$ cat src/hw/fsab_pkg.sv
/*
 * FSAB memory bus and SPAM sidechannel definitions.
 * Request mode codes, requester identifiers, credit setup and
 * the packed request and response structs for both buses.
 */
package fsab_pkg;

	localparam logic FSAB_READ  = 1'b0;
	localparam logic FSAB_WRITE = 1'b1;

	localparam logic [3:0] FSAB_DID_CPU           = 4'h0;
	localparam logic [3:0] FSAB_SUBDID_CPU_DCACHE = 4'h1;

	localparam int FSAB_CREDIT_W = 3;
	localparam logic [FSAB_CREDIT_W-1:0] FSAB_INITIAL_CREDITS = 3'd4;
	localparam int FSAB_LINE_BEATS = 8; // 64-bit beats per line fill

	typedef struct packed {
		logic        mode;
		logic [3:0]  did;
		logic [3:0]  subdid;
		logic [30:0] addr;  // byte address, 8-byte aligned
		logic [3:0]  len;   // in beats
		logic [63:0] data;
		logic [7:0]  mask;  // byte enables
	} fsab_req_t;

	typedef struct packed {
		logic [3:0]  did;
		logic [3:0]  subdid;
		logic [63:0] data;
	} fsab_rsp_t;

	// sidechannel with one transaction in flight at a time
	typedef struct packed {
		logic        r_nw;
		logic [3:0]  did;
		logic [23:0] addr;
		logic [31:0] data;
	} spam_req_t;

	localparam logic [7:0]  SPAM_TIMEOUT   = 8'hFF;
	localparam logic [31:0] SPAM_DEAD_DATA = 32'hDEADDEAD;

endpackage

$ cat src/hw/dcache_pkg.sv
/*
 * Data cache geometry and core request type.
 * 16 direct-mapped lines of 64 bytes, split as
 * tag [31:10], index [9:6], word [5:3], half select [2].
 */
package dcache_pkg;

	localparam int N_LINES = 16;

	localparam int TAG_W  = 22;
	localparam int IDX_W  = 4;
	localparam int WORD_W = 3;

	localparam int TAG_LSB  = 10;
	localparam int IDX_LSB  = 6;
	localparam int WORD_LSB = 3;
	localparam int HALF_BIT = 2; // picks high or low 32 bits of a beat

	// bit 31 set routes the access to the sidechannel
	localparam int SPACE_BIT = 31;

	typedef struct packed {
		logic        rd;
		logic        wr;
		logic [31:0] addr;
		logic [31:0] wdata;
	} core_req_t;

endpackage

$ cat src/hw/spam_initiator.sv
/*
 * SPAM sidechannel initiator.
 * Issues one transaction at a time and waits for the device or
 * the timeout, then hands back the registered response.
 */
module spam_initiator
	import fsab_pkg::*;
	import dcache_pkg::*;
(
	input  logic        clk,
	input  logic        rst_b,
	input  core_req_t   core_req,
	output logic        spamo_valid,
	output spam_req_t   spamo,
	input  logic        spami_busy_b,
	input  logic [31:0] spami_data,
	output logic        spam_wait,
	output logic [31:0] spam_rd_data
);

	logic       intrans_q;
	logic [7:0] timeout_q;
	logic       expired;

	assign spamo_valid = (core_req.rd || core_req.wr) && core_req.addr[SPACE_BIT] && !intrans_q;

	always_comb begin
		spamo      = '0;
		spamo.r_nw = core_req.rd;
		spamo.did  = core_req.addr[27:24];
		spamo.addr = core_req.addr[23:0];
		if (core_req.wr)
			spamo.data = core_req.wdata;
	end

	always_ff @(posedge clk or negedge rst_b) begin
		if (!rst_b) begin
			intrans_q <= 1'b0;
			timeout_q <= '0;
		end else if (spamo_valid) begin
			intrans_q <= 1'b1;
			timeout_q <= SPAM_TIMEOUT;
		end else if (spami_busy_b || (timeout_q == '0)) begin
			intrans_q <= 1'b0; // device done or gave up
		end else if (intrans_q) begin
			timeout_q <= timeout_q - 1'b1;
		end
	end

	assign expired   = intrans_q && (timeout_q == '0) && !spami_busy_b;
	assign spam_wait = !spami_busy_b && ((intrans_q && (timeout_q != '0)) || spamo_valid);

	// response for the 4a stage
	always_ff @(posedge clk) begin
		spam_rd_data <= expired ? SPAM_DEAD_DATA : spami_data;
	end

endmodule

$ cat config.mk
export PLATFORM = sky130hd
export DESIGN_NAME = spam_initiator
export DESIGN_NICKNAME = d
export VERILOG_FILES = /design/src/hw/fsab_pkg.sv /design/src/hw/dcache_pkg.sv /design/src/hw/spam_initiator.sv
export SDC_FILE = /design/constraint.sdc
export NUM_CORES = 1
export LEC_CHECK = 0
export ABC_AREA = 1
export BUFFER_PORTS_ARGS = -buffer_cell sky130_fd_sc_hd__buf_4
export CAP_MARGIN = 20
export CORE_AREA = 2 2 88 99
export DETAILED_ROUTE_END_ITERATION = 12
export DIE_AREA = 0 0 90 101
export MAX_ROUTING_LAYER = met4
export SKIP_CTS_REPAIR_TIMING = 1
export SLEW_MARGIN = 30
export SYNTH_ARGS = -nofsm -noshare
export SYNTH_HDL_FRONTEND = slang
export SYNTH_SLANG_ARGS = --single-unit
$ cat constraint.sdc
create_clock -name clk -period 1.7 [get_ports clk]
set_clock_uncertainty 0.15 [all_clocks]
set_input_delay 0.255 -clock clk [delete_from_list [all_inputs] [get_ports clk]]
set_output_delay 0.255 -clock clk [all_outputs]
set_load 0.02 [all_outputs]
# == Word-level counts from Yosys, hierarchy flattened ==
# Cells that the tools add are included.
# totals
regBits,41
in_bits,101
elab_cells,27
output_inout_bits,95
# classes
reduce_logical,16
n_addsub,1
mux,6
eq_ne,1
# op_table
cell,n
two-way mux 32 bit,1
two-way mux 8 bit,3
logical NOT 8 bit,1
nonzero test 8 bit,1
"subtractor 8 x 1 -> 8 bit, second input constant",1
logical AND 1 bit,6
nonzero test 2 bit,2
logical OR 1 bit,3
logical NOT 1 bit,2
two-way mux 1 bit,2
"inequality test 2 bit, second input constant",1
AND reduction 2 bit,1

# == Depth between registers and ports, before layout ==
# logic_depth
depth_word,5
ltp_mapped,9
depth_no_buf,9

# == Worst setup path after synthesis ==
# OpenSTA, ideal clock, no wires.
# synth_timing
path_type,reg2out
start,register timeout_q[0]
end,output port spam_wait
path_stages_with_launch,8
slack_ns,0.025
n_path_buf,0
arrival_ns,1.270
path_cell_list,dfrtp_1 inv_1 ha_1 nand2_1 nor2_1 nand2_4 nand2_2 a21oi_1
# synth_via
elab_chain_cells,4
# synth_lines
item,line,text
start: declaration,spam_initiator.sv:22,logic [7:0] timeout_q;
start signal: assignment,spam_initiator.sv:46,timeout_q <= timeout_q - 1'b1;
nonzero test 8 bit,spam_initiator.sv:51,assign spam_wait = !spami_busy_b && ((intrans_q && (timeout_q != '0)) || spamo_valid);
logical AND 1 bit,spam_initiator.sv:51,
logical OR 1 bit,spam_initiator.sv:51,
logical AND 1 bit,spam_initiator.sv:51,
end: declaration,spam_initiator.sv:17,"output logic spam_wait,"
# Every way passes these cells.

# == Worst setup path after layout ==
# layout_timing
start,register timeout_q[1]
end,output port spam_wait
# The elaborated chain is that of the path after synthesis.

==> out/qor.csv <==
stage,metric,value,unit
outcome,status,finished with violations,
outcome,failing checks,"negative hold slack, negative setup slack",
sta,final number of setup-violating endpoints,1,
sta,Worst Hold Slack,-0.01894,ns
detailed_routing,detailed-route via count,2009,
worst_setup_path,Critical Path Source Type,flop,
min_path,worst min-delay path class,input pin to flop,
clocking,Worst-Skew Late Latency,0.29,ns
global_route,first-pass GRT wire length,8066,um
logic_synthesis,post-synthesis compound-gate area fraction,0.006329,
placed_design,DP Area,0.002929,sq mm
logic_synthesis,total number of yosys warnings,0,
logic_synthesis,Yosys top cell by area,dfxtp_1,
sta,Final min period,1.838,ns
logic_synthesis,syn_nets,383,
floorplan,Die Span X,90,um
logic_synthesis,most common flop cell mapped by yosys,dfxtp_1,
sta,final setup margin,-0.1385,ns
floorplan,Site Rows,35,
clocking,TritonCTS clock tree,yes,
clocking,# H-tree levels,2,
clocking,Max clock buf depth,2,
logic_synthesis,post-synthesis mux area share,0,
final_layout,Layout area overhead,64.43,%
worst_setup_path,worst path arrival time,1.43,ns
global_route,overflow left after global routing,0,
detailed_routing,Via density,3.849,
detailed_routing,Final ANT Viol Nets,0,
floorplan,die area,0.009090,sq mm
logic_synthesis,Mapped Area,0.001977,sq mm
logic_synthesis,synth top area cells,"dfxtp_1 32%, nand2_1 15%, inv_1 14%",
detailed_routing,Pre-antenna DRT Iters,4,
worst_setup_path,WP data required,1.29,ns
detailed_routing,Remaining DRCs,0,
run,Max Cap Violations,0,
worst_setup_path,Worst Setup End Kind,output port,
logic_synthesis,"EDFF count, synth",0,
sta,final slew viol count,0,
logic_synthesis,post-synthesis cell count,280,
logic_synthesis,"flops & latches, synth",41,
power_and_ir_drop,worst vdd ir,0.6829,mV
sta,Worst Tran Pin Value,0.3472,ns
logic_synthesis,average cell area after synthesis,7.060,sq um
sta,fin crit share,1.081,
logic_synthesis,ys async rst share,0.2195,
sta,Fin. Hold Viols,9,
final_layout,nets@finish,513,
floorplan,core area,0.008145,sq mm
global_route,Tot GR Track Use,0.1142,
logic_synthesis,Post-Synth Adder-Cell Area,0.01266,
sta,Setup TNS,-0.1385,ns
clocking,CTS sink cnt,41,
global_route,largest net degree at the start of global routing,33,
logic_synthesis,sequential element share of the synthesized area,0.4380,
worst_setup_path,critical path class,flop to output port,
global_route,number of global-route vias before repair,1824,
sta,fmax,543.9,MHz
clocking,clk slew on worst S/H paths,0.09,ns
logic_synthesis,post-synthesis xor/xnor area fraction,0,
detailed_routing,DRT iter0 DRCs,17,
power_and_ir_drop,Pwr per Cell Area,855.9,mW/mm^2
logic_synthesis,area share of the largest cell type after synthesis,0.3241,
logic_synthesis,simple-gate share of the synthesized area,0.2652,
sta,Worst slew margin,0.7682,
floorplan,die height,101,um
power_and_ir_drop,static leakage,0.002043,uW
clocking,CTS buffer count,5,
placed_design,GPL Wtd Cong,0.7823,
final_layout,share of layout cells above drive strength 1,0.4161,
final_layout,Final Util,0.3991,
worst_setup_path,CP max FO,3,
final_layout,Antenna Cells,0,
sta,setup repair after global routing missed its margin,true,
detailed_routing,WL/cell,10.43,um
floorplan,Starting Density,0.2427,
final_layout,"Non-Filler Cell Area, Final",0.003251,sq mm
placed_design,DP HPWL,4294,um
placed_design,I/O Buffers,136,
global_route,initial antenna violation count,0,
detailed_routing,DRT Wirelength,5445,um
logic_synthesis,combinational family with the most area after synthesis,buffers and inverters,
clocking,Clock Tree Root,clkbuf_8,
floorplan,num ports,196,
logic_synthesis,Yosys cell types,20,
==> metal layers <==
metal / track usage / wire, um / part of all wire
met5: - / 0 / 0
met4: 0.05207 / 167 / 0.031
met3: 0.04338 / 538 / 0.099
met2: 0.2128 / 2770 / 0.51
met1: 0.1034 / 1968 / 0.36
==> placed cells by master, fill, tap and decap left out <==
cell type and instances:
nand4_1 2, inv_2 4, ha_1 1, nor2_4 2, nor3_4 1, dfrtp_1 8
nand2_1 77, dlygate4sd3_1 14, o21a_1 1, clkbuf_16 1, dfxtp_1 32, nand3_1 18
ha_4 1, nor2_1 16, or2_2 2, clkinvlp_4 1, clkbuf_8 6, buf_4 145
a21oi_2 1, nand2_4 4, nand2_2 1, inv_1 71, dfrtp_2 1, buf_6 1
==> power breakdown <==
part / total, uW / internal [uW] / switching (uW)
clock: 766 / 418 / 347
sequential: 1170 / 1080 / 91.5
combinational: 849 / 417 / 432
total: 2780 / 1910 / 871
==> per-stage QoR <==
stage | setup WS, ns | std cells | hold WS [ns] | power [uW]
final | -0.1385 | 522 | -0.01894 | 2782
after global routing | -0.2021 | 522 | 0.0001141 | 2947
after CTS | -0.2725 | 506 | -0.3841 | 2706
after detailed placement | 0.03698 | 498 | -0.06019 | 1935
after global placement | 0.06963 | 498 | -0.06211 | 1913
after floorplan | 0.02506 | 280 | -0.1906 | 1671
==> worst paths after layout <==
path | startpoint | end | slack [ns] | depth (start not counted)
min in group asynchronous | rst_b | timeout_q[5] | 0.16 | 2
worst min register to register | timeout_q[0] | timeout_q[0] | 0.35 | 2
max in group asynchronous | rst_b | timeout_q[3] | 1.09 | 2
worst min-delay path | spami_data[25] | spam_rd_data[25] | -0.02 | 3
worst max-delay path | timeout_q[1] | spam_wait | -0.14 | 8
worst max register to register | timeout_q[1] | timeout_q[3] | 0.14 | 10
==> cell usage after synthesis, types with 2 or more instances <==
cell type and count:
nand2_2 3, dfxtp_1 32, ha_1 2, buf_4 30, nor2_1 17, or2_2 2, inv_1 73, buf_6 2
clkbuf_1 4, dfrtp_1 9, inv_2 2, nand2_1 78, nand4_1 2, nand3_1 18
==> kinds of logic (layout without fill, tap and decap cells) <==
group | count (synthesis) | after routing
flip-flops | 41 | 41
buffers and inverters | 112 | 243
adder cells (fa/ha/maj) | 2 | 2
AO/OA/AOI/OAI | 2 | 2
AND/OR/NAND/NOR | 123 | 123
==> flip-flops by register name, indices dropped and copies added (netlist names) <==
register	cells
spam_rd_data	32
timeout_q	8
intrans_q	1
==> area by class of cell <==
type | count | area (sq um)
sequential | 41 | 867.1
inverter | 75 | 281.5
fill | 848 | 4895
tap | 111 | 138.9
multi-input combinational | 127 | 608.1
clock buffer | 7 | 107.6
timing repair buffer | 160 | 1240
clock inverter | 1 | 7.507
==> worst max-delay path, cell delays in order, from the launching register on <==
cell	delay, ns
dfrtp_1	0.39
inv_2	0.07
ha_4	0.16
nand2_4	0.07
nor2_4	0.04
nand2_4	0.08
nand2_4	0.06
a21oi_2	0.14
buf_6	0.13
Note: power is estimated with default switching activity, not from simulation.
