## src/hw/fsab_pkg.sv

```systemverilog
/*
 * FSAB memory bus and SPAM sidechannel definitions.
 * Request mode codes, requester identifiers, credit setup and
 * the packed request and response structs for both buses.
 */
package fsab_pkg;

	localparam logic FSAB_READ  = 1'b0;
	localparam logic FSAB_WRITE = 1'b1;

	localparam logic [3:0] FSAB_DID_CPU           = 4'h0;
	localparam logic [3:0] FSAB_SUBDID_CPU_DCACHE = 4'h1;

	localparam int FSAB_CREDIT_W = 3;
	localparam logic [FSAB_CREDIT_W-1:0] FSAB_INITIAL_CREDITS = 3'd4;
	localparam int FSAB_LINE_BEATS = 8; // 64-bit beats per line fill

	typedef struct packed {
		logic        mode;
		logic [3:0]  did;
		logic [3:0]  subdid;
		logic [30:0] addr;  // byte address, 8-byte aligned
		logic [3:0]  len;   // in beats
		logic [63:0] data;
		logic [7:0]  mask;  // byte enables
	} fsab_req_t;

	typedef struct packed {
		logic [3:0]  did;
		logic [3:0]  subdid;
		logic [63:0] data;
	} fsab_rsp_t;

	// sidechannel with one transaction in flight at a time
	typedef struct packed {
		logic        r_nw;
		logic [3:0]  did;
		logic [23:0] addr;
		logic [31:0] data;
	} spam_req_t;

	localparam logic [7:0]  SPAM_TIMEOUT   = 8'hFF;
	localparam logic [31:0] SPAM_DEAD_DATA = 32'hDEADDEAD;

endpackage

```

## src/hw/fsab_credit_tracker.sv

```systemverilog
/*
 * FSAB outbound credit counter.
 * Every outbound request lasts one cycle and costs one credit,
 * each returned credit adds one back.
 */
module fsab_credit_tracker
	import fsab_pkg::*;
(
	input  logic clk,
	input  logic rst_b,
	input  logic fsabo_credit,
	input  logic fsabo_valid,
	output logic credit_avail
);

	logic [FSAB_CREDIT_W-1:0] credits_q;
	logic [FSAB_CREDIT_W-1:0] credits_nxt;

	always_comb begin
		credits_nxt = credits_q;
		if (fsabo_credit)
			credits_nxt = credits_nxt + 1'b1; // credit came back
		if (fsabo_valid)
			credits_nxt = credits_nxt - 1'b1; // request went out
	end

	always_ff @(posedge clk or negedge rst_b) begin
		if (!rst_b) begin
			credits_q <= FSAB_INITIAL_CREDITS;
		end else begin
			credits_q <= credits_nxt;
		end
	end

	assign credit_avail = (credits_q != '0);

endmodule

```

## config.mk

```make
export PLATFORM = sky130hd
export DESIGN_NAME = fsab_credit_tracker
export DESIGN_NICKNAME = d
export VERILOG_FILES = /design/src/hw/fsab_pkg.sv /design/src/hw/fsab_credit_tracker.sv
export SDC_FILE = /design/constraint.sdc
export NUM_CORES = 1
export LEC_CHECK = 0
export ABC_AREA = 1
export BUFFER_PORTS_ARGS = -buffer_cell sky130_fd_sc_hd__buf_2
export CORE_AREA = 3 3 40 42
export CTS_BUF_LIST = sky130_fd_sc_hd__clkbuf_8
export DETAILED_ROUTE_END_ITERATION = 8
export DIE_AREA = 0 0 43 45
export MAX_ROUTING_LAYER = met4
export SETUP_SLACK_MARGIN = 0.02
export SLEW_MARGIN = 20
export SYNTH_ARGS = -nofsm -noshare
export SYNTH_HDL_FRONTEND = slang
export SYNTH_SLANG_ARGS = --single-unit
```

## constraint.sdc

```tcl
create_clock -name clk -period 1.3 [get_ports clk]
set_input_delay 0.13 -clock clk [delete_from_list [all_inputs] [get_ports clk]]
set_output_delay 0.13 -clock clk [all_outputs]
set_load 0.01 [all_outputs]
```

### Yosys cells after proc, flatten, opt, wreduce, memory -nomap -nowiden

Index checks and enable logic that the tools add are counted.

* add/sub/neg operators: 2
* multiplexer cells: 2
* reductions and logical operators: 1

Operators by type and width (count)
* 2-to-1 mux 3 bit: 2
* adder 3 x 1 -> 3 bit, second input constant: 1
* nonzero test 3 bit: 1
* subtractor 3 x 1 -> 3 bit, second input constant: 1

* flip-flop bits (word level): 3
* input port bits: 4
* logic and storage cells: 6

### Logic depth before layout (Yosys ltp)

Gate-level depths: netlist of run 1.

* depth in word-level cells: 4
* depth in mapped cells: 11

### Worst setup path before layout of run 1

OpenSTA, ideal clock, no wires.

* kind: flip-flop to flip-flop
* from: register credits_q[0]
* to: register credits_q[1]
* setup time: 0.065 ns
* arrival time: 1.369 ns
* path slack: -0.134 ns
* stages on the path, launching flop included: 9
* path buffers: 0
* cells stage by stage: dfrtp_1 -> inv_1 -> ha_1 -> nand2_1 -> o21ai_0 -> inv_1 -> ha_1 -> or2_0 -> nand2_1

* cells in the longest elaborated chain, start to end: 4

RTL lines
* start: declaration: RTL line fsab_credit_tracker.sv:16 `logic [FSAB_CREDIT_W-1:0] credits_q;`
* start signal: assignment: RTL line fsab_credit_tracker.sv:31 `credits_q <= credits_nxt;`
* adder 3 x 1 -> 3 bit: RTL line fsab_credit_tracker.sv:22 `credits_nxt = credits_nxt + 1'b1;`
* 2-to-1 mux 3 bit *: RTL line fsab_credit_tracker.sv:21 `if (fsabo_credit)`
* subtractor 3 x 1 -> 3 bit: RTL line fsab_credit_tracker.sv:24 `credits_nxt = credits_nxt - 1'b1;`
* 2-to-1 mux 3 bit *: RTL line fsab_credit_tracker.sv:23 `if (fsabo_valid)`
* named net credits_nxt[1]: RTL line fsab_credit_tracker.sv:17 `logic [FSAB_CREDIT_W-1:0] credits_nxt;`

The timed path passes the listed nets; every way through them passes the cells marked *.

### Worst setup path after layout of run 1

* from: register credits_q[1]
* to: register credits_q[1]

The elaborated chain is that of the path after synthesis.

==> metrics.yaml, run 1 <==
status: "finished with violations"
violations: "negative setup slack"
layout-drive-gt1-share_pct: 45.8
whs_path_depth: 3
hp-start: "fsabo_valid"
grt_pass1_vias: 235
clkTransAtPathRegs_ns: 0.03
hold_class: "in -> reg"
globalRouteOverflowTotal: 0
numCtsBuffers: 3
yosysWarnings: 0
maxSlewViolCount: 0
fin_ws_ns: -0.0471
min_to: "credits_q[0]$_DFF_PN0_"
cts_tree: "yes"
cp.required_ns: 1.40
reg2reg_slack_ns: -0.05
maxCapViolCount: 0
wl_um: 462
post_dp_cell_area_um2: 287
largest_reg_flops: 3
critPathLaunchType: "register"
worstReg2RegStart: "credits_q[1]$_DFF_PN0_"
yosysTopAreaCell: "nand2_1"
vdd_ir_drop_max_v: 0.000535
fin_crit_sh_pct: 104
ant_nets: 0
syn_area_um2: 223
synthTopCellsByArea: "nand2_1 (25%), dfrtp_1 (22%), ha_1 (17%), dfstp_2 (12%), inv_1 (10%)"
place_inst: 55
max_freq_mhz: 742
pre_cts_ws_ns: -0.139
ios: 5
die_h_um: 45
arrival_ns: 1.44
p_leak_uw: 0.000219
cts.sinks: 3
crit_fanout: 2
clock_latency_ns: 0.21
row_count: 13
grt_pass1_wl_um: 828
ys_seq_area_share_pct: 34.3
area_growth_pct: 76.4
vias: 238
synthDistinctLibCells: 9
power.total_uw: 742
tightest_slew_ns: 0.143
wl_per_cell_um: 7.33
syn_area_per_cell_um2: 6.75
clk_path_buf_depth: 2
endpoint_kind: "register"
grt_max_degree: 6
die_w_um: 43
dp_hpwl_um: 361
diodes: 0
htreeDepth: 1
critPathKind: "reg -> reg"
fin_skew_ns: 0.00213
gp_congestion: 0.683
reg2regPathDepth: 9
die_area_mm2: 0.00194
drt_iter0_drc: 4
fin_cells: 63
cellPowerDensity_mw_per_mm2: 1890
core_mm2: 0.00128
via_per_inst: 3.78
synthCells: 33
grt_antenna_before_repair: 0
ys_seq_elements: 3
slew_headroom_pct: 90.5
track_usage_pct: 5.92
fin_util_pct: 30.6
top_register: "credits_q"
synth_top_area_share_pct: 25.3
dr.pass1.iters: 4
final-setup-viol-count: 2
drc_errors: 0
r2r-end: "credits_q[1]$_DFF_PN0_"
initial_core_util_pct: 17.3
grt_setup_unrepaired: "yes"
cts.root.buffer_cell: "clkbuf_8"
port_buffers: 4
hold_viol_final: 0
nNetsFinal: 56
synth_nets: 40
period_needed_ns: 1.35
fin_area_um2: 393
largestRegisters: "credits_q: 3 flops"
-- worst max-delay path by stage --
stage                           startpoint                     end  slack (ns)  cells after the start
floorplan           credits_q[0]$_DFF_PN0_  credits_q[1]$_DFF_PN0_       -0.07                      8
global placement    credits_q[1]$_DFF_PN0_  credits_q[1]$_DFF_PN0_       -0.13                      8
detailed placement  credits_q[1]$_DFF_PN0_  credits_q[1]$_DFF_PN0_       -0.14                      8
CTS                 credits_q[1]$_DFF_PN0_  credits_q[1]$_DFF_PN0_       -0.08                      8
global route        credits_q[0]$_DFF_PN0_  credits_q[1]$_DFF_PN0_       -0.16                      8
finish              credits_q[1]$_DFF_PN0_  credits_q[1]$_DFF_PN0_       -0.05                      9
-- cells in the mapped netlist (all sizes together) --
| library cell | count |
|---|---|
| ha | 3 |
| nand2 | 15 |
| nand3 | 3 |
| inv | 7 |
| o21ai | 1 |
| dfstp | 1 |
| dfrtp | 2 |
| or2 | 1 |
-- stage by stage --
| stage | setup TNS [ns] | hold WS (ns) |
|---|---|---|
| 2_1_floorplan | -0.0668 | -0.166 |
| 3_3_place_gp | -0.196 | -0.0742 |
| 3_5_place_dp | -0.233 | -0.0737 |
| 4_1_cts | -0.0998 | 0.175 |
| 5_1_grt | -0.296 | 0.204 |
| 6_report | -0.0527 | 0.177 |
-- logic make-up (layout without fill, tap and decap cells) --
logic type	Yosys count	after routing	share of synthesized area, %
fa+ha+maj	3	3	16.9
buf+inv	7	22	11.8
compound gates	1	1	2.25
flops	3	3	34.3
simple gates	19	19	34.8
-- report_power, final --
group	switching, uW	internal [uW]
combinational	154	173
clock	56.3	201
sequential	20.0	139
-- placed cells by master, fill, tap and decap left out --
cell type and count:
dlygate4sd3_1 1, inv_2 4, buf_2 4, dfstp_2 1, buf_4 6, or2_0 1
o21ai_2 1, nand3_1 3, dfrtp_1 2, ha_4 2, inv_1 4, nand2_1 14
nand2_2 1, ha_1 1, clkbuf_8 3
-- layer usage --
metal	track usage, %	wire (um)	up-vias
met5	-	0	-
met4	1.81	0	0
met3	3.59	23	0
met2	9.58	248	4
met1	6.02	190	107
li1	-	-	127
-- worst max-delay path, cell delays in order, from the launching register on --
cell	delay [ns]
dfrtp_1	0.38
inv_2	0.09
ha_4	0.20
nand2_2	0.05
o21ai_2	0.06
buf_4	0.13
buf_4	0.12
buf_4	0.12
nand2_1	0.04
nand2_1	0.05
-- layout make-up --
class	count	area [um^2]
Clock buffer	3	41.3
Clock inverter	1	3.75
Fill cell	149	892
Inverter	7	26.3
Multi-Input combinational cell	23	151
Sequential cell	3	76.3
Tap cell	15	18.8
Timing Repair Buffer	11	75.1
-- repair_timing --
item,in CTS,in global routing
setup endpoints to repair,2,2
hold buffers,1,0
pin swaps,3,4
gates resized for setup,7,0
hold endpoints to repair,3,0
buffers inserted,3,0
Note: power is estimated with default switching activity, not from simulation.
==> run 2, diff against run 1 <==
--- a/config.mk
+++ b/config.mk
@@ -7,10 +7,10 @@
 export LEC_CHECK = 0
 export ABC_AREA = 1
 export BUFFER_PORTS_ARGS = -buffer_cell sky130_fd_sc_hd__buf_2
-export CORE_AREA = 3 3 40 42
+export CORE_AREA = 2 2 39 41
 export CTS_BUF_LIST = sky130_fd_sc_hd__clkbuf_8
 export DETAILED_ROUTE_END_ITERATION = 8
-export DIE_AREA = 0 0 43 45
+export DIE_AREA = 0 0 41 43
 export MAX_ROUTING_LAYER = met4
 export SETUP_SLACK_MARGIN = 0.02
 export SLEW_MARGIN = 20
==> constraint.sdc (replaced) <==
create_clock -name clk -period 1.66 [get_ports clk]
set_input_delay 0.166 -clock clk [delete_from_list [all_inputs] [get_ports clk]]
set_output_delay 0.166 -clock clk [all_outputs]
set_load 0.01 [all_outputs]
==> run 2 against run 1 <==
The flow now finishes without violations. Cell count decreased by 7.9%. Routed wire length decreased by 9.5%. Register-to-register slack improved by 0.22 ns. Non-clock buffer count decreased by 6. Sequential share of layout area increased by 4.3 points. Die area decreased by 8.9%. Sequential power decreased by 23%. Via count decreased by 2.9%.
==> metrics.yaml, run 2 (synthesis gave the netlist of run 1 again) <==
clkTransAtPathRegs_ns: 0.03
globalRouteOverflowTotal: 0
hold_viol_final: 0
ant_nets: 0
numCtsBuffers: 3
layout_commonest_cell: "nand2_1"
tns_ns: 0
tightest_slew_ns: 0.123
p_clk_share_pct: 43.3
arrival_ns: 1.64
path_buf_inv: 2
p_seq_share_pct: 25.7
post_dp_cell_area_um2: 263
cts_tree: "yes"
clock_latency_ns: 0.22
largestRegisters: "credits_q: 3 flops"
vias: 231
die_area_mm2: 0.00176
cp.required_ns: 1.81
status: "finished clean"
htreeDepth: 1
core_mm2: 0.00138
wl_per_cell_um: 7.21
fin_skew_ns: 0.0000140
top_register: "credits_q"
track_usage_pct: 7.11
p_int_uw: 326
max_freq_mhz: 673
power.total_uw: 478
dp_hpwl_um: 345
initial_core_util_pct: 16.1
cp_top_family: "adder cells"
maxSlewViolCount: 0
critPathLaunchType: "register"
die_h_um: 43
area_growth_pct: 44.4
vdd_ir_drop_max_v: 0.000249
fin_util_pct: 23.2
row_count: 14
ios: 5
hold_slack_ns: 0.216
switchingPower_uw: 152
hold_class: "in -> reg"
layout-drive-gt1-share_pct: 23.8
endpoint_kind: "register"
fin_crit_sh_pct: 89.4
clk_path_buf_depth: 2
final-setup-viol-count: 0
largest_reg_flops: 3
gp_congestion: 0.647
port_buffers: 4
slowest_delay_ns: 0.36
final_cell_mix: "nand2_1 (15), inv_1 (7), buf_2 (4)"
grt_max_degree: 6
combPwrFrac_pct: 31.0
crit_fanout: 3
p_leak_uw: 0.000191
slew_headroom_pct: 91.8
grt_pass1_vias: 210
cts.root.buffer_cell: "clkbuf_8"
drt_iter0_drc: 1
fin_area_um2: 322
maxCapViolCount: 0
wl_um: 418
grt_setup_unrepaired: "no"
cp_cell_sequence: "inv_1, ha_1, nand2_1, o21ai_2, inv_1, ha_1, or2_0, nand2_1"
grt_antenna_before_repair: 0
cts.sinks: 3
diodes: 0
drc_errors: 0
grt_pass1_wl_um: 724
switching_share_pct: 31.7
critPathKind: "reg -> reg"
via_per_inst: 3.98
critical_path.slowest_cell: "dfrtp_1"
nNetsFinal: 50
die_w_um: 41
dr.pass1.iters: 3
cellPowerDensity_mw_per_mm2: 1490
period_needed_ns: 1.48
## run 2: through the flow
step / setup WS, ns / instances
floorplan: 0.226 / 33
global placement: 0.159 / 53
detailed placement: 0.119 / 53
CTS: 0.110 / 58
global route: 0.0582 / 58
finish: 0.175 / 58
## run 2: worst paths after layout
path	from	endpoint	slack [ns]	cells past startpoint
max	credits_q[0]$_DFF_PN0_	credits_q[1]$_DFF_PN0_	0.18	8
min	fsabo_valid	credits_q[0]$_DFF_PN0_	0.22	3
max reg2reg	credits_q[0]$_DFF_PN0_	credits_q[1]$_DFF_PN0_	0.18	8
min reg2reg	credits_q[2]$_DFF_PN1_	credits_q[2]$_DFF_PN1_	0.59	4
max in group asynchronous	rst_b	credits_q[2]$_DFF_PN1_	1.19	2
min in group asynchronous	rst_b	credits_q[1]$_DFF_PN0_	0.27	2
## run 2: power groups by stage
stage / Clock (uW) / Sequential (uW) / Combinational, uW
6_report: 207 / 123 / 148
3_3_place_gp: 0 / 124 / 134
5_1_grt: 220 / 124 / 182
2_1_floorplan: 0 / 120 / 106
4_1_cts: 214 / 123 / 145
3_5_place_dp: 0 / 124 / 143
## run 2: area by class of cell
cell class | count | area [um^2]
multi-input combinational | 23 | 124
clock inverter | 1 | 3.75
sequential | 3 | 76.3
tap | 16 | 20.0
clock buffer | 3 | 41.3
timing repair buffer | 5 | 30.0
inverter | 7 | 26.3
fill | 162 | 1060
## run 2: worst reg2reg max path: cells and delay by family (launching register included)
family,cells,cell delay [ns]
buffers and inverters,2,0.13
AND/OR/NAND/NOR,3,0.32
AO/OA/AOI/OAI,1,0.07
flip-flops,1,0.36
adder cells (fa/ha/maj),2,0.54
## run 2: timing repair
action | in CTS | in global routing
resized for setup | 0 | 2
hold buffers | 1 | 0
buffers inserted | 0 | 0
endpoints found under the hold margin | 3 | 0
setup endpoints to repair | 0 | 1
## run 2: metal layers
| metal | vias up | GRT usage [%] | part of all wire, % | wire, um |
|---|---|---|---|---|
| met5 | - | - | 0 | 0 |
| met4 | 0 | 10.0 | 5.0 | 21 |
| met3 | 2 | 3.14 | 3.6 | 15 |
| met2 | 4 | 10.6 | 55 | 228 |
| met1 | 109 | 4.52 | 36 | 152 |
| li1 | 116 | - | - | - |
