File: config.mk
export PLATFORM = sky130hd
export DESIGN_NAME = dcache_fsab_issue
export DESIGN_NICKNAME = d
export VERILOG_FILES = /design/src/hw/fsab_pkg.sv /design/src/hw/dcache_pkg.sv /design/src/hw/dcache_fsab_issue.sv
export SDC_FILE = /design/constraint.sdc
export NUM_CORES = 1
export LEC_CHECK = 0
export BUFFER_PORTS_ARGS = -buffer_cell sky130_fd_sc_hd__buf_2
export CAP_MARGIN = 20
export CORE_AREA = 2 2 142 144
export CTS_CLUSTER_SIZE = 14
export DETAILED_ROUTE_END_ITERATION = 12
export DIE_AREA = 0 0 144 146
export GPL_TIMING_DRIVEN = 0
export PLACE_DENSITY = 0.39
export SLEW_MARGIN = 20
export SYNTH_ARGS = -nofsm -noshare
export SYNTH_HDL_FRONTEND = slang
export SYNTH_SLANG_ARGS = --single-unit
export TNS_END_PERCENT = 1
File: constraint.sdc
create_clock -name clk -period 2.8 [get_ports clk]
set_clock_uncertainty 0.15 [all_clocks]
set_input_delay 0.14 -clock clk [delete_from_list [all_inputs] [get_ports clk]]
set_output_delay 0.14 -clock clk [all_outputs]
set_load 0.02 [all_outputs]
File: src/hw/fsab_pkg.sv
/*
 * FSAB memory bus and SPAM sidechannel definitions.
 * Request mode codes, requester identifiers, credit setup and
 * the packed request and response structs for both buses.
 */
package fsab_pkg;

	localparam logic FSAB_READ  = 1'b0;
	localparam logic FSAB_WRITE = 1'b1;

	localparam logic [3:0] FSAB_DID_CPU           = 4'h0;
	localparam logic [3:0] FSAB_SUBDID_CPU_DCACHE = 4'h1;

	localparam int FSAB_CREDIT_W = 3;
	localparam logic [FSAB_CREDIT_W-1:0] FSAB_INITIAL_CREDITS = 3'd4;
	localparam int FSAB_LINE_BEATS = 8; // 64-bit beats per line fill

	typedef struct packed {
		logic        mode;
		logic [3:0]  did;
		logic [3:0]  subdid;
		logic [30:0] addr;  // byte address, 8-byte aligned
		logic [3:0]  len;   // in beats
		logic [63:0] data;
		logic [7:0]  mask;  // byte enables
	} fsab_req_t;

	typedef struct packed {
		logic [3:0]  did;
		logic [3:0]  subdid;
		logic [63:0] data;
	} fsab_rsp_t;

	// sidechannel with one transaction in flight at a time
	typedef struct packed {
		logic        r_nw;
		logic [3:0]  did;
		logic [23:0] addr;
		logic [31:0] data;
	} spam_req_t;

	localparam logic [7:0]  SPAM_TIMEOUT   = 8'hFF;
	localparam logic [31:0] SPAM_DEAD_DATA = 32'hDEADDEAD;

endpackage

File: src/hw/dcache_pkg.sv
/*
 * Data cache geometry and core request type.
 * 16 direct-mapped lines of 64 bytes, split as
 * tag [31:10], index [9:6], word [5:3], half select [2].
 */
package dcache_pkg;

	localparam int N_LINES = 16;

	localparam int TAG_W  = 22;
	localparam int IDX_W  = 4;
	localparam int WORD_W = 3;

	localparam int TAG_LSB  = 10;
	localparam int IDX_LSB  = 6;
	localparam int WORD_LSB = 3;
	localparam int HALF_BIT = 2; // picks high or low 32 bits of a beat

	// bit 31 set routes the access to the sidechannel
	localparam int SPACE_BIT = 31;

	typedef struct packed {
		logic        rd;
		logic        wr;
		logic [31:0] addr;
		logic [31:0] wdata;
	} core_req_t;

endpackage

File: src/hw/dcache_fsab_issue.sv
/*
 * FSAB request issue and line fill sequencing.
 * A read miss starts an 8-beat line read, a write goes out as one
 * masked 8-byte write. Matching return beats are counted into
 * fill writes for the store.
 */
module dcache_fsab_issue
	import fsab_pkg::*;
	import dcache_pkg::*;
(
	input  logic        clk,
	input  logic        rst_b,
	input  core_req_t   core_req,
	input  logic        hit,
	input  logic        credit_avail,
	output logic        fsabo_valid,
	output fsab_req_t   fsabo,
	input  logic        fsabi_valid,
	input  fsab_rsp_t   fsabi,
	output logic        fill_start,
	output logic        fill_we,
	output logic        fill_done,
	output logic [31:0] fill_addr,
	output logic [2:0]  fill_word,
	output logic [63:0] fill_data
);

	logic              pending_q;
	logic [31:0]       line_addr_q;
	logic [WORD_W-1:0] beat_q;

	logic fsab_space;
	logic start_read;
	logic start_write;
	logic beat_ok;

	assign fsab_space  = !core_req.addr[SPACE_BIT];
	assign start_read  = core_req.rd && fsab_space && !hit && !pending_q && credit_avail;
	assign start_write = core_req.wr && fsab_space && credit_avail;

	always_comb begin
		fsabo_valid  = 1'b0;
		fsabo        = '0;
		fsabo.did    = FSAB_DID_CPU;
		fsabo.subdid = FSAB_SUBDID_CPU_DCACHE;
		if (start_read) begin // miss read wins over a write
			fsabo_valid = 1'b1;
			fsabo.mode  = FSAB_READ;
			fsabo.addr  = {core_req.addr[30:IDX_LSB], {IDX_LSB{1'b0}}};
			fsabo.len   = 4'(FSAB_LINE_BEATS);
		end else if (start_write) begin
			fsabo_valid = 1'b1;
			fsabo.mode  = FSAB_WRITE;
			fsabo.addr  = {core_req.addr[30:WORD_LSB], {WORD_LSB{1'b0}}};
			fsabo.len   = 4'd1;
			fsabo.data  = {core_req.wdata, core_req.wdata};
			fsabo.mask  = core_req.addr[HALF_BIT] ? 8'hF0 : 8'h0F;
		end
	end

	assign beat_ok = pending_q && fsabi_valid && (fsabi.did == FSAB_DID_CPU) &&
	                 (fsabi.subdid == FSAB_SUBDID_CPU_DCACHE);

	always_ff @(posedge clk or negedge rst_b) begin
		if (!rst_b) begin
			pending_q <= 1'b0;
			beat_q    <= '0;
		end else if (start_read) begin
			pending_q <= 1'b1;
			beat_q    <= '0;
		end else if (beat_ok) begin
			beat_q <= beat_q + 1'b1;
			if (fill_done)
				pending_q <= 1'b0; // last beat in
		end
	end

	always_ff @(posedge clk) begin
		if (start_read)
			line_addr_q <= {core_req.addr[31:IDX_LSB], {IDX_LSB{1'b0}}};
	end

	// start uses the live address since the latch loads on the same edge
	assign fill_addr  = start_read ? {core_req.addr[31:IDX_LSB], {IDX_LSB{1'b0}}} : line_addr_q;
	assign fill_start = start_read;
	assign fill_we    = beat_ok;
	assign fill_word  = beat_q;
	assign fill_data  = fsabi.data;
	assign fill_done  = beat_ok && (beat_q == WORD_W'(FSAB_LINE_BEATS - 1));

endmodule

# == After elaboration in Yosys (flattened, before gate mapping) ==
# Index checks and enable logic that the tools add are counted.
# word_totals
reg_bits,36
output_inout_bits,219
# classes
addsub,1
eq_ne,2
mux,13
reduce_logical,17
# ops
op,n
107-bit two-way mux,1
72-bit two-way mux,1
35-bit two-way mux,1
32-bit two-way mux,1
1-bit logical AND,10
8-bit two-way mux,1
1-bit two-way mux,6
3-bit two-way mux,2
"4-bit by 1-bit == test with 1-bit output, second input constant",1
4-bit logical NOT,1
2-bit nonzero test,2
"3-bit by 1-bit adder with 3-bit output, second input constant",1
"3-bit == test, second input constant",1
1-bit logical NOT,3
2-bit AND reduction,1

# == Depth between registers and ports, before layout ==
# Gate-level depths: netlist of the first run.
# depth
word_depth,7
mapped_depth,6

# == Worst setup path before layout of the first run ==
# OpenSTA, ideal clock, no wires.
# synth_timing
kind,reg2reg
startpoint,register pending_q
endpoint,register line_addr_q[30]
setup_ns,0.144
t_arrival_ns,1.753
required_ns,2.506
setup_slack_ns,0.753
stages_incl_launch_ff,6
n_path_buf,1
period_less_slack_ns,2.047
cell_sequence,dfrtp_1 -> or3b_4 -> or2_1 -> buf_6 -> inv_1 -> mux2_2
# synth_via
elab_chain_cells,4
# synth_rtl
element,line_no,source
"start, declared",dcache_fsab_issue.sv:28,logic pending_q;
"start signal, assigned",dcache_fsab_issue.sv:66,pending_q <= 1'b0;
"start signal, assigned",dcache_fsab_issue.sv:69,pending_q <= 1'b1;
"start signal, assigned",dcache_fsab_issue.sv:74,pending_q <= 1'b0;
1-bit logical NOT,dcache_fsab_issue.sv:38,assign start_read = core_req.rd && fsab_space && !hit && !pending_q && credit_avail;
1-bit logical AND (2 in a row),dcache_fsab_issue.sv:38,
via fill_start,dcache_fsab_issue.sv:20,"output logic fill_start,"
32-bit two-way mux,-,
via fill_addr[30],dcache_fsab_issue.sv:23,"output logic [31:0] fill_addr,"
"end signal, assigned",dcache_fsab_issue.sv:80,"line_addr_q <= {core_req.addr[31:IDX_LSB], {IDX_LSB{1'b0}}};"
"end, declared",dcache_fsab_issue.sv:29,logic [31:0] line_addr_q;
# The timed path passes the listed nets, and every way through them passes these cells.
# A chain may end at the register's enable or synchronous reset.

==> impl_results.rst, run 1 <==
.. list-table::
   :header-rows: 1

   * - Metric
     - Value
   * - Count of buffers from port buffering
     - 282
   * - Share of Yosys cell area claimed by the top area cell type
     - 32.76%
   * - Data arrival time at the worst-slack endpoint
     - 2.28 ns
   * - Final #Nets
     - 753
   * - Area of all sequential standard cells
     - 740.7 µm²
   * - Internal power
     - about 1500 µW
   * - Post-CTS Repair Setup Buffers
     - 0
   * - Net Switching
     - between 700 and 800 µW
   * - Maximum number of pins on one net before global-route repair
     - 12
   * - Reg-to-reg slack, setup
     - 0.78 ns
   * - Element type at the critical path start
     - flip-flop
   * - Die Height
     - ~150 µm
   * - Residual DRC count
     - 0
   * - Via count of the first global-routing pass
     - 2789
   * - Clock tree from TritonCTS
     - done
   * - Most common cell after layout, fill and taps aside
     - sky130_fd_sc_hd__buf_2
   * - Switching fraction of total power
     - 34.59%
   * - Power Total
     - 2262 µW
   * - DRT Wirelength
     - 11390 µm
   * - Share of final-layout standard cells stronger than drive strength 1
     - 72.41%
   * - Non-Filler Instances
     - 874
   * - Detailed placement HPWL
     - 9959 µm
   * - DIE AREA
     - 21020 µm²
   * - Final weighted congestion in routability-driven placement
     - 0.7966
   * - IR Drop Worst-Case VDD
     - 0.0001826 V
   * - Total of fill cells in the finished design
     - 2123
   * - Count of distinct cell types in the synthesized netlist
     - 26
   * - Post-DRT Antenna Nets
     - 0
   * - Initial core utilization
     - between 10% and 20%
   * - Global-route wire length before repair
     - 15730 µm
   * - Number of detailed-route iterations in the first pass
     - 4
   * - Max cap viols
     - 0
   * - H-Tree Level Count
     - 2
   * - Netlist area before placement
     - 2681 µm²
   * - Biggest area contributors in the synthesized netlist
     - sky130_fd_sc_hd__buf_4 33%, sky130_fd_sc_hd__dfxtp_1 24%, sky130_fd_sc_hd__and2_1 16%
   * - Achievable clock frequency
     - 388.9 MHz
   * - Met1 Wirelength
     - 4256 µm
   * - Util after Layout
     - approximately 25%
   * - Number of register bits inferred by synthesis
     - 36
   * - Commonest cells after routing, fill and taps aside
     - 283 x sky130_fd_sc_hd__buf_2, 117 x sky130_fd_sc_hd__buf_4, 69 x sky130_fd_sc_hd__and2_1
   * - Per-instance average area after synthesis
     - 9.475 µm²
   * - Data required time at the worst endpoint
     - approximately 2.5 ns
   * - Cell count after placement
     - 841
   * - Root buffer selected by CTS
     - sky130_fd_sc_hd__clkbuf_16
   * - Sequential fraction of design power
     - 30.3%
   * - Synthesis warning total
     - 0
   * - Worst skew pair latency
     - 0.28 ns
   * - Classification of the worst setup path
     - reg2out
   * - Largest area contributor in the synthesized netlist
     - sky130_fd_sc_hd__buf_4
   * - Power density relative to cell area
     - 463.3 nW/µm²
   * - Static leakage
     - 0.003004 µW
   * - RSZ-0062 raised after global routing
     - no
   * - Relative area change from synthesis to final layout
     - 82.08%
   * - Clock buffer count from CTS
     - 5
   * - Antenna diode count
     - 0
   * - Status
     - finished clean
   * - Number of endpoints with negative hold slack in the final report
     - 0
   * - Register area share after synthesis
     - about 28%
   * - Clk pin slew, worst setup/hold paths
     - roughly 0.060 ns
   * - Number of antenna violations at the first check in global routing
     - 0
   * - 1st-iter DRT viols
     - 46
   * - Setup Total Neg Slack
     - 0 ns
   * - Final cycle utilization of the critical path
     - between 90% and 100%
   * - Detailed-routed wire length on met3
     - 882 µm
   * - Met2 Routed Length
     - 6152 µm
   * - Type of element capturing the critical path
     - output port
   * - I/O pin total
     - 362
   * - Portion of total power attributed to combinational logic
     - 44.8%
   * - Area of the multi-input gates
     - 1018 µm²
   * - Worst min-delay path class
     - in2reg
   * - Average detailed-routed wire length per instance
     - 13.03 µm
   * - Top layer in use
     - met4
   * - Overall routing resource usage
     - under 10%
   * - Minimum clock period
     - 2.572 ns
   * - Total global routing overflow
     - 0
   * - Clock sink count
     - 36
   * - Via total after detailed routing
     - around 2800
   * - Number of standard-cell rows in the floorplan
     - 51
   * - Via density
     - around 3.3
   * - Max FO, Critical Path
     - 10
   * - Max Root-Sink Buffers
     - 2
   * - Die X
     - 144 µm
   * - Final slew viol count
     - 0
   * - Share of total power in the clock network
     - 24.9%
   * - Core area
     - 19330 µm²
   * - Endpoints failing setup
     - 0
   * - Synth Instances
     - 283
-- area by class of cell --
class | instances | area share, %
plain buffers | 127 | 19.78
clock buffers | 6 | 2.845
clock inverters | 2 | 0.2050
inverters | 4 | 0.3075
multi-input cells | 127 | 20.86
flip-flops and latches | 36 | 15.17
well taps | 265 | 6.791
repair buffers | 307 | 34.03
-- flip-flops by register name, summed over array words and instances, names as in the netlist --
name	cells
pending_q	1
fill_word	3
line_addr_q	32
-- timing repair --
action,4_1_cts,5_1_grt
endpoints found under the hold margin,28,0
cloned,0,0
setup endpoints to repair,39,28
hold buffers,25,0
gates resized for setup,2,3
-- worst max-delay path: stages, from the launching register on --
cell                       delay, ns
sky130_fd_sc_hd__dfrtp_1        0.40
sky130_fd_sc_hd__or3b_4         0.45
sky130_fd_sc_hd__nor3b_2        0.20
sky130_fd_sc_hd__clkbuf_2       0.20
sky130_fd_sc_hd__clkbuf_1       0.21
sky130_fd_sc_hd__and2_1         0.24
sky130_fd_sc_hd__buf_4          0.14
sky130_fd_sc_hd__buf_2          0.15
-- worst paths after layout --
| check | start | endpoint | depth (start not counted) |
|---|---|---|---|
| min reg2reg | line_addr_q[0] | line_addr_q[0] | 1 |
| max in group asynchronous | rst_b | fill_word[2] | 2 |
| max reg2reg | pending_q | line_addr_q[30] | 5 |
| min | core_req[39] | line_addr_q[7] | 2 |
| min in group asynchronous | rst_b | fill_word[0] | 2 |
| max | pending_q | fsabo[7] | 7 |
-- cell usage after synthesis --
cell / n
sky130_fd_sc_hd__dfxtp_1: 32
sky130_fd_sc_hd__conb_1: 2
sky130_fd_sc_hd__or2_1: 1
sky130_fd_sc_hd__buf_4: 117
sky130_fd_sc_hd__or3b_4: 1
sky130_fd_sc_hd__clkbuf_1: 5
sky130_fd_sc_hd__mux2i_1: 3
sky130_fd_sc_hd__nand2b_1: 1
sky130_fd_sc_hd__nor4bb_1: 1
sky130_fd_sc_hd__o21ai_0: 4
sky130_fd_sc_hd__ha_1: 2
sky130_fd_sc_hd__a21oi_1: 1
sky130_fd_sc_hd__buf_6: 2
sky130_fd_sc_hd__nor2b_1: 1
sky130_fd_sc_hd__a2bb2oi_1: 1
sky130_fd_sc_hd__buf_12: 2
sky130_fd_sc_hd__nor2_1: 1
sky130_fd_sc_hd__mux2_2: 2
sky130_fd_sc_hd__inv_1: 4
sky130_fd_sc_hd__dfrtp_1: 4
sky130_fd_sc_hd__nor3b_1: 1
sky130_fd_sc_hd__nor4b_1: 1
sky130_fd_sc_hd__and2_1: 69
sky130_fd_sc_hd__buf_2: 1
sky130_fd_sc_hd__nand3_1: 1
sky130_fd_sc_hd__mux2_4: 23
-- through the flow --
step | hold WS, ns | setup WS, ns | area (µm²)
2_1_floorplan | -0.3056 | 0.7526 | 2723
3_3_place_gp | -0.2012 | 0.1576 | 4466
3_5_place_dp | -0.1990 | 0.1154 | 4466
4_1_cts | 0.01358 | 0.06171 | 4873
5_1_grt | 0.02802 | 0.03456 | 4882
6_report | 0.01031 | 0.2283 | 4882
-- layer usage --
layer	GRT usage, %	vias up
li1	-	1411
met1	10.46	1256
met2	19.45	173
met3	1.777	6
met4	2.304	0
met5	0	-
-- cell families after synthesis --
family | synth area share, %
adders and majority gates | 0.9331
other | 0.2801
muxes | 14.84
and+or+nand+nor | 18.53
buffers and inverters | 36.54
AOI/OAI and AO/OA | 1.260
DFF | 27.62
-- power by group through the flow --
| stage | combinational [µW] | sequential (µW) | clock [µW] |
|---|---|---|---|
| 2_1_floorplan | 680 | 687 | 0 |
| 3_3_place_gp | 993 | 693 | 0 |
| 3_5_place_dp | 991 | 698 | 0 |
| 4_1_cts | 1020 | 687 | 585 |
| 5_1_grt | 1080 | 702 | 608 |
| 6_report | 1010 | 686 | 563 |
No activity file was read; power rests on OpenSTA's default activity.
==> run 2: changes to the inputs <==
--- a/config.mk
+++ b/config.mk
@@ -11,7 +11,6 @@
 export CTS_CLUSTER_SIZE = 14
 export DETAILED_ROUTE_END_ITERATION = 12
 export DIE_AREA = 0 0 144 146
-export GPL_TIMING_DRIVEN = 0
 export PLACE_DENSITY = 0.39
 export SLEW_MARGIN = 20
 export SYNTH_ARGS = -nofsm -noshare
==> run 2 against run 1 <==
Compared with the run above: power fell by 8.8%; cell count fell by 22%; design area down 26%; first-iteration DRC count decreased by 2.2%; clock power increased by 4.4%; fmax about the same; via count is 23% lower; critical path depth down 2; largest cell class unchanged.
==> impl_results.rst, run 2 (synthesis gave the netlist of run 1 again) <==
.. list-table::
   :header-rows: 1

   * - Metric
     - Value
   * - Average detailed-routed wire length per instance
     - 14.06 µm
   * - Number of detailed-route iterations in the first pass
     - 4
   * - 1st-iter DRT viols
     - 45
   * - Via density
     - 3.192
   * - Endpoints failing setup
     - 0
   * - Rel. slew slack
     - between 60% and 70%
   * - Max Root-Sink Buffers
     - 2
   * - H-Tree Level Count
     - 2
   * - Area of the multi-input gates
     - 1011 µm²
   * - Number of standard-cell rows in the floorplan
     - between 50 and 60
   * - Clock tree from TritonCTS
     - done
   * - Slew @ Worst Pin
     - 0.5252 ns
   * - Die Height
     - around 150 µm
   * - Initial core utilization
     - 13.87%
   * - Total of fill cells in the finished design
     - 2174
   * - Relative area change from synthesis to final layout
     - 35.18%
   * - Area of all sequential standard cells
     - 740.7 µm²
   * - Most common cell after layout, fill and taps aside
     - sky130_fd_sc_hd__buf_2
   * - Power density relative to cell area
     - 569.0 nW/µm²
   * - Max FO, Critical Path
     - 31
   * - I/O pin total
     - between 300 and 400
   * - DIE AREA
     - 21020 µm²
   * - Final #Nets
     - between 500 and 600
   * - Number of endpoints with negative hold slack in the final report
     - 0
   * - Worst skew pair latency
     - ~0.28 ns
   * - RSZ-0062 raised after global routing
     - no
   * - Maximum number of pins on one net before global-route repair
     - 40
   * - Status
     - finished clean
   * - Achievable clock frequency
     - 388.8 MHz
   * - Post-CTS Repair Setup Buffers
     - 0
   * - Data arrival time at the worst-slack endpoint
     - 2.28 ns
   * - Worst min-delay path class
     - in2async
   * - Die X
     - 144 µm
   * - Global-route wire length before repair
     - 13110 µm
   * - Static leakage
     - 0.002130 µW
   * - Antenna diode count
     - 0
   * - Final slew viol count
     - 0
   * - Final weighted congestion in routability-driven placement
     - 0.7676
   * - Via count of the first global-routing pass
     - 2116
   * - Max cap viols
     - 0
   * - IR Drop Worst-Case VDD
     - 0.0001776 V
   * - Element type at the critical path start
     - flip-flop
   * - Clk pin slew, worst setup/hold paths
     - roughly 0.06 ns
   * - Max FFs per register
     - 32
   * - Total global routing overflow
     - 0
   * - Data required time at the worst endpoint
     - approximately 2.5 ns
   * - Final cycle utilization of the critical path
     - ~92%
   * - Type of element capturing the critical path
     - output port
   * - Core area
     - 19330 µm²
   * - Root buffer selected by CTS
     - sky130_fd_sc_hd__clkbuf_16
   * - Count of buffers from port buffering
     - ~220
   * - Number of antenna violations at the first check in global routing
     - 2
   * - Commonest cells after routing, fill and taps aside
     - 218 x sky130_fd_sc_hd__buf_2, 69 x sky130_fd_sc_hd__and2_1, 32 x sky130_fd_sc_hd__dfxtp_1
   * - Overall routing resource usage
     - 8.618%
   * - Register bank with the most flops
     - line_addr_q
   * - Minimum clock period
     - 2.572 ns
   * - Detailed placement HPWL
     - 8105 µm
   * - Clock sink count
     - 36
   * - DRT Wirelength
     - 9647 µm
   * - Post-DRT Antenna Nets
     - 0
   * - Final instance area
     - ~3600 µm²
   * - Via total after detailed routing
     - 2190
   * - Residual DRC count
     - 0
   * - Share of final-layout standard cells stronger than drive strength 1
     - 61.05%
   * - Clock buffer count from CTS
     - 5
   * - Setup Total Neg Slack
     - 0 ns
   * - Classification of the worst setup path
     - reg2out
   * - Post-place instance area
     - between 3000 and 4000 µm²
==> run 2: changes by cell type in the layout (fill, tap and decap cells not counted), sizes merged <==
cell / change
dlygate4sd3: +1
clkbuf: -4
buf: -183
clkinv: -2
==> run 2: power breakdown <==
part	internal, µW	total, µW	switching (µW)	leakage [µW]
Clock	373	588	214	0.0000760
Combinational	358	785	427	0.00174
Sequential	651	689	38.8	0.000319
Total	1380	2060	680	0.00213
==> run 2: repair_timing <==
item	CTS	global route
hold endpoints to repair	29	0
gates resized for setup	0	0
hold buffers	26	0
==> run 2: path summary, 6_finish.rpt <==
path	to	slack [ns]	startpoint	depth (start not counted)
max	fill_addr[17]	0.23	pending_q	5
max in group asynchronous	pending_q	2.32	rst_b	2
min in group clk	fill_word[0]	0.12	fsabi[66]	4
max reg2reg	line_addr_q[17]	0.70	pending_q	4
min	fill_word[2]	0.06	rst_b	2
min reg2reg	line_addr_q[3]	0.30	line_addr_q[3]	1
==> run 2: per-stage QoR <==
step / util (%) / std cells / worst slack, ns / hold slack (ns) / power, µW
after floorplan: - / 294 / 0.7526 / -0.3056 / 1367
after global placement: 16.61 / 653 / 0.5375 / -0.2031 / 1456
after detailed placement: 16.61 / 653 / 0.5266 / -0.2005 / 1461
after CTS: 18.75 / 686 / 0.2046 / 0.03856 / 2106
after global routing: 18.75 / 686 / 0.1529 / 0.06777 / 2179
final: 18.75 / 686 / 0.2283 / 0.05676 / 2062
==> run 2: final cells by class <==
type                    count  share of cell area (%)
repair buffers            247                   37.90
multi-input cells         127                   27.89
flip-flops and latches     36                   20.43
well taps                 265                   9.147
clock buffers               7                   4.211
inverters                   4                  0.4142
==> run 2: per-layer routing <==
metal	up-vias	global-route usage, %	wire, µm
li1	1029	-	-
met2	169	14.62	4599
met1	962	8.991	3604
met3	28	3.620	1063
met5	-	0	13
met4	2	4.559	365
==> run 2: worst max-delay path, stage by stage (launching register included) <==
cell and delay (ns):
sky130_fd_sc_hd__dfrtp_1 0.40, sky130_fd_sc_hd__or3b_4 0.45, sky130_fd_sc_hd__or2_2 0.30, sky130_fd_sc_hd__buf_4 0.28, sky130_fd_sc_hd__mux2_4 0.37, sky130_fd_sc_hd__buf_2 0.16
